===== config.mk =====
export PLATFORM = sky130hd
export DESIGN_NAME = gat_top
export DESIGN_NICKNAME = d
export VERILOG_FILES = /design/src/rtl/gat_pkg.sv /design/src/rtl/stream_if.sv /design/src/rtl/gat_top.sv /design/src/rtl/debug_monitor.sv /design/src/rtl/aggr_stage.sv /design/src/rtl/act_stage.sv /design/src/rtl/wh_stage.sv
export VERILOG_INCLUDE_DIRS = /design/src /design/src/rtl
export SDC_FILE = /design/constraint.sdc
export NUM_CORES = 1
export LEC_CHECK = 0
export BUFFER_PORTS_ARGS = -buffer_cell sky130_fd_sc_hd__buf_2
export CORE_UTILIZATION = 25
export DETAILED_ROUTE_END_ITERATION = 7
export SLEW_MARGIN = 10
export SYNTH_ARGS = -nofsm -noshare
export SYNTH_HDL_FRONTEND = slang
export SYNTH_SLANG_ARGS = --single-unit

===== constraint.sdc =====
create_clock -name clk -period 17.2 [get_ports clk]
set_clock_uncertainty 0.2 [all_clocks]
set_input_delay 2.58 -clock clk [delete_from_list [all_inputs] [get_ports clk]]
set_output_delay 2.58 -clock clk [all_outputs]
set_load 0.05 [all_outputs]

===== src/rtl/gat_macros.svh =====
`ifndef GAT_MACROS_SVH
`define GAT_MACROS_SVH

// feature lanes per edge and the lane width shared with the weights.
`define GAT_LANES      4
`define GAT_FEAT_W     8

// stream payload and node id widths.
`define GAT_VALUE_W    32
`define GAT_NODE_W     8

// negative scores are divided by 2**GAT_LEAK_SHIFT.
`define GAT_LEAK_SHIFT 3
`define GAT_ACT_W      16

`endif

===== src/rtl/gat_pkg.sv =====
`include "gat_macros.svh"

package gat_pkg;

  // one signed feature lane.
  typedef logic signed [`GAT_FEAT_W-1:0] feat_lane_t;

  // lane 0 sits in the low byte.
  typedef feat_lane_t [`GAT_LANES-1:0] feat_vec_t;

  // stream links watched by the debug monitor.
  typedef enum logic [1:0] {
    LINK_IN  = 2'd0,
    LINK_WH  = 2'd1,
    LINK_ACT = 2'd2,
    LINK_OUT = 2'd3
  } link_e;

  // aggregation control.
  typedef enum logic {
    ACC_COLLECT = 1'b0,
    ACC_HOLD    = 1'b1
  } aggr_state_e;

endpackage


===== src/rtl/stream_if.sv =====
`timescale 1ns/10ps
`include "gat_macros.svh"

interface stream_if;

  logic                    valid;
  logic                    ready;
  logic [`GAT_NODE_W-1:0]  node;
  logic                    last;
  logic [`GAT_VALUE_W-1:0] value;

  modport src (
    output valid, node, last, value,
    input  ready
  );

  modport dst (
    input  valid, node, last, value,
    output ready
  );

  // observation only.
  modport mon (
    input valid, ready, node, last, value
  );

endinterface


===== src/rtl/gat_top.sv =====
`timescale 1ns/10ps
`include "gat_macros.svh"

module gat_top import gat_pkg::*; (
  input  logic                          clk,
  input  logic                          rst_n,

  input  logic                          in_valid_i,
  output logic                          in_ready_o,
  input  logic [`GAT_NODE_W-1:0]        in_node_i,
  input  logic                          in_last_i,
  input  feat_vec_t                     in_feat_i,

  output logic                          out_valid_o,
  input  logic                          out_ready_i,
  output logic [`GAT_NODE_W-1:0]        out_node_o,
  output logic [`GAT_VALUE_W-1:0]       out_sum_o,

  input  logic                          wgt_we_i,
  input  logic [1:0]                    wgt_idx_i,
  input  logic signed [`GAT_FEAT_W-1:0] wgt_data_i,

  input  logic [`GAT_NODE_W-1:0]        watch_node_i,
  input  logic                          dbg_clear_i,
  output logic [7:0]                    dbg_flags_o,
  output logic [31:0]                   dbg_edges_o,
  output logic [`GAT_VALUE_W-1:0]       dbg_capture_o
);

  stream_if in_link  ();
  stream_if wh_link  ();
  stream_if act_link ();
  stream_if out_link ();

  // input ports onto the first link.
  assign in_link.valid = in_valid_i;
  assign in_link.node  = in_node_i;
  assign in_link.last  = in_last_i;
  assign in_link.value = in_feat_i;
  assign in_ready_o    = in_link.ready;

  // last link onto the output ports.
  assign out_valid_o    = out_link.valid;
  assign out_node_o     = out_link.node;
  assign out_sum_o      = out_link.value;
  assign out_link.ready = out_ready_i;

  wh_stage u_wh (
    .clk        (clk),
    .rst_n      (rst_n),
    .wgt_we_i   (wgt_we_i),
    .wgt_idx_i  (wgt_idx_i),
    .wgt_data_i (wgt_data_i),
    .in_s       (in_link),
    .out_s      (wh_link)
  );

  act_stage u_act (
    .clk   (clk),
    .rst_n (rst_n),
    .in_s  (wh_link),
    .out_s (act_link)
  );

  aggr_stage u_aggr (
    .clk   (clk),
    .rst_n (rst_n),
    .in_s  (act_link),
    .out_s (out_link)
  );

  debug_monitor u_dbg (
    .clk          (clk),
    .rst_n        (rst_n),
    .clear_i      (dbg_clear_i),
    .watch_node_i (watch_node_i),
    .in_m         (in_link),
    .wh_m         (wh_link),
    .act_m        (act_link),
    .out_m        (out_link),
    .flags_o      (dbg_flags_o),
    .edges_o      (dbg_edges_o),
    .capture_o    (dbg_capture_o)
  );

endmodule


===== src/rtl/debug_monitor.sv =====
`timescale 1ns/10ps
`include "gat_macros.svh"

module debug_monitor import gat_pkg::*; (
  input  logic                    clk,
  input  logic                    rst_n,
  input  logic                    clear_i,
  input  logic [`GAT_NODE_W-1:0]  watch_node_i,
  stream_if.mon                   in_m,
  stream_if.mon                   wh_m,
  stream_if.mon                   act_m,
  stream_if.mon                   out_m,
  output logic [7:0]              flags_o,
  output logic [31:0]             edges_o,
  output logic [`GAT_VALUE_W-1:0] capture_o
);

  localparam int NUM_LINKS = int'(LINK_OUT) + 1;

  logic [NUM_LINKS-1:0]    vld_bus;
  logic [NUM_LINKS-1:0]    rdy_bus;
  logic [2*NUM_LINKS-1:0]  flags_d;
  logic [2*NUM_LINKS-1:0]  flags_q;
  logic [31:0]             edges_q;
  logic [`GAT_VALUE_W-1:0] capture_q;
  logic                    edge_fire;
  logic                    watch_hit;

  assign vld_bus[LINK_IN]  = in_m.valid;
  assign vld_bus[LINK_WH]  = wh_m.valid;
  assign vld_bus[LINK_ACT] = act_m.valid;
  assign vld_bus[LINK_OUT] = out_m.valid;
  assign rdy_bus[LINK_IN]  = in_m.ready;
  assign rdy_bus[LINK_WH]  = wh_m.ready;
  assign rdy_bus[LINK_ACT] = act_m.ready;
  assign rdy_bus[LINK_OUT] = out_m.ready;

  // odd bit is valid seen, even bit is ready seen.
  always_comb begin
    for (int l = 0; l < NUM_LINKS; l++) begin
      flags_d[2*l+1] = flags_q[2*l+1] | vld_bus[l];
      flags_d[2*l]   = flags_q[2*l]   | rdy_bus[l];
    end
  end

  assign edge_fire = in_m.valid && in_m.ready;
  assign watch_hit = act_m.valid && act_m.ready && (act_m.node == watch_node_i);

  always_ff @(posedge clk or negedge rst_n) begin
    if (!rst_n) begin
      flags_q   <= '0;
      edges_q   <= '0;
      capture_q <= '0;
    end else if (clear_i) begin
      flags_q   <= '0;
      edges_q   <= '0;
      capture_q <= '0;
    end else begin
      flags_q <= flags_d;
      if (edge_fire) begin
        edges_q <= edges_q + 32'd1;
      end
      if (watch_hit) begin
        capture_q <= act_m.value;
      end
    end
  end

  assign flags_o   = flags_q;
  assign edges_o   = edges_q;
  assign capture_o = capture_q;

endmodule


===== src/rtl/aggr_stage.sv =====
`timescale 1ns/10ps
`include "gat_macros.svh"

module aggr_stage import gat_pkg::*; (
  input  logic  clk,
  input  logic  rst_n,
  stream_if.dst in_s,
  stream_if.src out_s
);

  aggr_state_e             state_q;
  logic [`GAT_VALUE_W-1:0] acc_q;
  logic [`GAT_VALUE_W-1:0] acc_sum;
  logic [`GAT_VALUE_W-1:0] sum_q;
  logic [`GAT_NODE_W-1:0]  node_q;
  logic                    in_fire;
  logic                    out_fire;

  assign acc_sum  = acc_q + in_s.value;
  assign in_fire  = in_s.valid && in_s.ready;
  assign out_fire = out_s.valid && out_s.ready;

  // a held total blocks new edges until it leaves.
  assign in_s.ready = (state_q == ACC_COLLECT) || out_s.ready;

  always_ff @(posedge clk or negedge rst_n) begin
    if (!rst_n) begin
      state_q <= ACC_COLLECT;
      acc_q   <= '0;
    end else if (in_fire) begin
      if (in_s.last) begin
        acc_q   <= '0;
        state_q <= ACC_HOLD;
      end else begin
        acc_q <= acc_sum;
        if (out_fire) begin
          state_q <= ACC_COLLECT;
        end
      end
    end else if (out_fire) begin
      state_q <= ACC_COLLECT;
    end
  end

  // output total and node of the finished edge list.
  always_ff @(posedge clk) begin
    if (in_fire && in_s.last) begin
      sum_q  <= acc_sum;
      node_q <= in_s.node;
    end
  end

  assign out_s.valid = (state_q == ACC_HOLD);
  assign out_s.node  = node_q;
  assign out_s.last  = 1'b1;
  assign out_s.value = sum_q;

endmodule


===== src/rtl/act_stage.sv =====
`timescale 1ns/10ps
`include "gat_macros.svh"

module act_stage (
  input  logic  clk,
  input  logic  rst_n,
  stream_if.dst in_s,
  stream_if.src out_s
);

  localparam logic signed [`GAT_VALUE_W-1:0] ACT_MAX =
    (32'sd1 <<< (`GAT_ACT_W - 1)) - 32'sd1;
  localparam logic signed [`GAT_VALUE_W-1:0] ACT_MIN =
    -(32'sd1 <<< (`GAT_ACT_W - 1));

  logic signed [`GAT_VALUE_W-1:0] score;
  logic signed [`GAT_VALUE_W-1:0] leaked;
  logic signed [`GAT_VALUE_W-1:0] clamped;
  logic                           in_fire;

  logic                           valid_q;
  logic [`GAT_NODE_W-1:0]         node_q;
  logic                           last_q;
  logic [`GAT_VALUE_W-1:0]        data_q;

  assign score   = in_s.value;
  assign leaked  = score[`GAT_VALUE_W-1] ? (score >>> `GAT_LEAK_SHIFT) : score;
  assign in_fire = in_s.valid && in_s.ready;

  always_comb begin
    if (leaked > ACT_MAX) begin
      clamped = ACT_MAX;
    end else if (leaked < ACT_MIN) begin
      clamped = ACT_MIN;
    end else begin
      clamped = leaked;
    end
  end

  assign in_s.ready = !valid_q || out_s.ready;

  always_ff @(posedge clk or negedge rst_n) begin
    if (!rst_n) begin
      valid_q <= 1'b0;
    end else if (in_fire) begin
      valid_q <= 1'b1;
    end else if (out_s.ready) begin
      valid_q <= 1'b0;
    end
  end

  always_ff @(posedge clk) begin
    if (in_fire) begin
      node_q <= in_s.node;
      last_q <= in_s.last;
      data_q <= clamped;
    end
  end

  assign out_s.valid = valid_q;
  assign out_s.node  = node_q;
  assign out_s.last  = last_q;
  assign out_s.value = data_q;

endmodule


===== src/rtl/wh_stage.sv =====
`timescale 1ns/10ps
`include "gat_macros.svh"

module wh_stage import gat_pkg::*; (
  input  logic                          clk,
  input  logic                          rst_n,
  input  logic                          wgt_we_i,
  input  logic [1:0]                    wgt_idx_i,
  input  logic signed [`GAT_FEAT_W-1:0] wgt_data_i,
  stream_if.dst                         in_s,
  stream_if.src                         out_s
);

  feat_lane_t                     wgt_q [`GAT_LANES];
  feat_vec_t                      feat;
  logic signed [`GAT_VALUE_W-1:0] dot;
  logic                           in_fire;

  logic                           valid_q;
  logic [`GAT_NODE_W-1:0]         node_q;
  logic                           last_q;
  logic [`GAT_VALUE_W-1:0]        data_q;

  assign feat    = in_s.value;
  assign in_fire = in_s.valid && in_s.ready;

  // weight register file.
  always_ff @(posedge clk or negedge rst_n) begin
    if (!rst_n) begin
      for (int i = 0; i < `GAT_LANES; i++) begin
        wgt_q[i] <= '0;
      end
    end else if (wgt_we_i) begin
      wgt_q[wgt_idx_i] <= wgt_data_i;
    end
  end

  // products are widened to the full value width before summing.
  always_comb begin
    dot = '0;
    for (int i = 0; i < `GAT_LANES; i++) begin
      dot = dot + feat[i] * wgt_q[i];
    end
  end

  assign in_s.ready = !valid_q || out_s.ready;

  always_ff @(posedge clk or negedge rst_n) begin
    if (!rst_n) begin
      valid_q <= 1'b0;
    end else if (in_fire) begin
      valid_q <= 1'b1;
    end else if (out_s.ready) begin
      valid_q <= 1'b0;
    end
  end

  always_ff @(posedge clk) begin
    if (in_fire) begin
      node_q <= in_s.node;
      last_q <= in_s.last;
      data_q <= dot;
    end
  end

  assign out_s.valid = valid_q;
  assign out_s.node  = node_q;
  assign out_s.last  = last_q;
  assign out_s.value = data_q;

endmodule


==> metrics.csv <==
stage,metric,value,unit
sta,Setup TNS,0,ns
sta,worst rel slew slack,33.39,%
detailed_routing,residual DRC count,0,
detailed_routing,routed wire length,56460,um
logic_synthesis,Netlist Area Pre-Place,22900,um^2
floorplanning,IO Count,179,
setup_path,Worst Setup Start Kind,input port,
grt,largest net degree at the start of global routing,83,
final_layout,layout cell share with drive strength beyond 1,12.16,%
setup_path,Worst Path Buf+Inv,7,
clock_tree,clk sink count,261,
floorplanning,die height,304.6,um
logic_synthesis,register bit total from synthesis,261,
setup_path,Top delay family on crit path,adder cells,
logic_synthesis,syn_nets,2683,
floorplanning,DIE AREA,92810,um^2
clock_tree,H-tree depth,2,
setup_path,Arrival @ worst endpoint,9.67,ns
worst_hold_path,Hold WC Path Type,flop to flop,
detailed_routing,Initial DRC Count,930,
detailed_routing,post-DR wirelength/cell,15.75,um
sta,highest clock rate,0.1038,GHz
clock_tree,CTS resizes,0,
setup_path,crit-path max FO,15,
sta,RSZ-0062 raised after global routing,false,
detailed_routing,via count,15730,
setup_path,R2R setup slack,9.20,ns
clock_tree,clock-pin slew on the worst setup and hold paths,0.06,ns
grt,first-pass GRT wire length,90670,um
floorplanning,Initial Util,25.32,%
final_layout,FF+latch area,7142,um^2
sta,final number of max-transition violations,0,
setup_path,CP max-delay cell,a21oi_1,
sta,Tcrit/Tclk final,56.01,%
grt,GRT overflow,0,
detailed_routing,vias per std cell,4.389,
setup_path,Critical Path RT,17.24,ns
clock_tree,postcts setup bufs,0,
setup_path,Worst Setup End Kind,flop,
sta,Finish-stage setup viols,0,
clock_tree,Max Root-Sink Buffers,3,
outcome,outcome,"finished, final reports clean",
setup_path,Reg-to-Reg Start,u_wh.wgt_q[10],
setup_path,"most used cell, CP",inv_1,
logic_synthesis,ys async rst share,53.26,%
logic_synthesis,Avg Inst Size Synth,10.42,um^2
sta,minimum clock period,9.634,ns
clock_tree,worst-skew pair later-pin latency,0.55,ns
detailed_routing,Final ANT Viol Nets,0,
setup_path,end of the worst register-to-register path,u_wh.out_s.value[20],
grt,vias in the first global route,16200,
setup_path,worst setup path endpoint,u_wh.out_s.value[20],
clock_tree,Root Buffer,clkbuf_16,
final_layout,multi-input logic area,14290,um^2
grt,gr usage total,12.34,%
clock_tree,CTS Hold Bufs,0,
floorplanning,CORE AREA,90420,um^2
placement,Post-DP HPWL,44680,um
placement,global placement routability congestion,0.8481,
logic_synthesis,post-synthesis sequential area ratio,31.19,%
final_layout,Layout Area Growth over Synthesis,15.10,%
grt,antenna violations before repair,3,
setup_path,FF-to-FF path depth,25,
setup_path,Critical Path Source,in_feat_i[23],
final_layout,number of diodes,0,
floorplanning,Die Wd,304.6,um
setup_path,critical path depth in cells,25,
setup_path,Setup Crit Path Kind,input port to flop,
logic_synthesis,post-synth cell types,65,
final_layout,"Net count, final",2870,
clock_tree,Inserted Clock Buffers,35,
setup_path,max incr delay on CP,0.78,ns
sta,final hold violation count,0,
final_layout,fillers,9477,
sta,worst slew pin tran,0.9991,ns
floorplanning,Rows,110,
placement,Port Buffers,178,
logic_synthesis,Synth Flop Type,dfrtp_1,
clock_tree,CTS tree,yes,
logic_synthesis,Post-synth EDFFs,122,
job,Max Cap Viol,0,
logic_synthesis,cell count after synthesis,2197,
detailed_routing,drt pass-1 iters,4,
logic_synthesis,Syn. warnings,0,
worst_hold_path,hold depth,0,
==> cells by family (layout without fill, tap and decap cells) <==
family / after synthesis / in the layout / synth area share (%)
simple gates: 615 / 615 / 13.63
fa+ha+maj: 421 / 421 / 31.33
buf+inv: 393 / 605 / 6.459
compound gates: 289 / 289 / 8.431
flops: 261 / 261 / 31.19
xor+xnor: 137 / 137 / 5.240
mux: 81 / 81 / 3.721
==> cells in the final DEF, fill, tap and decap left out, types with 7 or more instances in the layout <==
cell       count
o21bai_1       9
and3_1        16
and2_1       173
and4_1         7
nor3_1        22
inv_1        354
edfxtp_1     122
nand2_1      133
nor2b_1       13
fa_1         254
a211oi_1      17
buf_4         11
a21o_1        21
nand2b_1      21
buf_2        177
clkbuf_16     35
nor2_1       151
mux2_2        33
o211ai_1       7
nand4_1       14
o21a_1        10
xor2_1        51
o31ai_1       16
o21ai_0       68
or3_1         11
clkinv_2       7
a22o_1        23
a21oi_1       69
nand3_1       26
dfrtp_1      139
ha_1         167
xnor2_1       86
mux2i_1       48
==> final cells by class <==
cell class | instances | share of cell area [%]
Inverter | 354 | 5.042
Clock inverter | 18 | 0.7690
Multi-Input combinational cell | 1543 | 54.23
Tap cell | 1176 | 5.583
Timing Repair Buffer | 189 | 3.717
Sequential cell | 261 | 27.10
Clock buffer | 44 | 3.565
==> state kept, by name, summed over array words and instances (netlist names) <==
name / cells
u_act.out_s.last: 1
u_act.out_s.node: 8
u_act.out_s.valid: 1
u_act.out_s.value: 32
u_aggr.acc_q: 32
u_aggr.out_s.node: 8
u_aggr.out_s.valid: 1
u_aggr.out_s.value: 32
u_dbg.capture_o: 32
u_dbg.edges_o: 32
u_dbg.flags_o: 8
u_wh.out_s.last: 1
u_wh.out_s.node: 8
u_wh.out_s.valid: 1
u_wh.out_s.value: 32
u_wh.wgt_q: 32
==> worst register-to-register path, delay by kind of cell (launching register included) <==
family          cells  cell delay [ns]
flops               1             0.50
simple gates        3             0.77
compound gates      6             1.82
fa+ha+maj           8             3.76
xor+xnor            1             0.17
buf+inv             7             0.49
==> cell usage after synthesis (3+ instances only) <==
| library cell | number | area (um^2) |
|---|---|---|
| inv_1 | 354 | 1329 |
| fa_1 | 254 | 5085 |
| and2_1 | 175 | 1095 |
| ha_1 | 167 | 2090 |
| nor2_1 | 152 | 570.6 |
| dfrtp_1 | 139 | 3478 |
| nand2_1 | 133 | 499.2 |
| edfxtp_1 | 122 | 3664 |
| xnor2_1 | 86 | 753.2 |
| a21oi_1 | 69 | 345.3 |
| o21ai_0 | 68 | 340.3 |
| xor2_1 | 51 | 446.7 |
| mux2i_1 | 48 | 480.5 |
| clkbuf_1 | 35 | 131.4 |
| mux2_2 | 33 | 371.6 |
| nand3_1 | 26 | 130.1 |
| a22o_1 | 23 | 201.4 |
| nor3_1 | 23 | 115.1 |
| a21o_1 | 21 | 157.7 |
| nand2b_1 | 21 | 131.4 |
| a211oi_1 | 17 | 127.6 |
| and3_1 | 16 | 100.1 |
| o31ai_1 | 16 | 120.1 |
| nand4_1 | 14 | 87.58 |
| nor2b_1 | 13 | 81.33 |
| or3_1 | 11 | 68.82 |
| o21a_1 | 10 | 75.07 |
| o21bai_1 | 9 | 67.56 |
| and4_1 | 7 | 61.31 |
| o211ai_1 | 7 | 52.55 |
| a31oi_1 | 6 | 37.54 |
| nand3b_1 | 6 | 45.04 |
| o211a_1 | 6 | 60.06 |
| or2_2 | 6 | 37.54 |
| a41oi_1 | 4 | 35.03 |
| nor4_1 | 4 | 25.02 |
| o41ai_1 | 4 | 35.03 |
| a211o_1 | 3 | 26.28 |
| a221oi_1 | 3 | 26.28 |
| a311oi_1 | 3 | 26.28 |
| buf_2 | 3 | 15.01 |
==> worst min path at each step <==
stage | startpoint | endpoint
finish | u_wh.out_s.node[0] | u_act.out_s.node[0]
global route | u_wh.out_s.node[5] | u_act.out_s.node[5]
CTS | u_wh.out_s.node[0] | u_act.out_s.node[0]
detailed placement | u_wh.out_s.last | u_act.out_s.last
global placement | u_wh.out_s.node[4] | u_act.out_s.node[4]
floorplan | u_wh.out_s.last | u_act.out_s.last
==> per-layer routing <==
metal / GRT usage, % / up-vias / part of all wire [%]
met3: 2.253 / 57 / 4.6
met1: 16.47 / 7783 / 46
li1: - / 7605 / -
met5: 0 / - / 0.023
met4: 2.596 / 2 / 1.7
met2: 20.74 / 286 / 48
==> per-stage QoR <==
step	hold slack, ns	worst slack (ns)	utilization (%)	area [um^2]	instances
6_report	0.1971	7.566	29.15	26360	3585
3_5_place_dp	0.2045	7.105	27.88	25210	3523
3_3_place_gp	0.2012	7.165	27.88	25210	3523
5_1_grt	0.2278	7.065	29.15	26360	3585
2_1_floorplan	0.2003	8.094	-	22900	2197
4_1_cts	0.2045	7.609	29.15	26360	3585
Power is not shown: default switching activity piles up to over one toggle a cycle in this logic, so the estimate is an artifact.
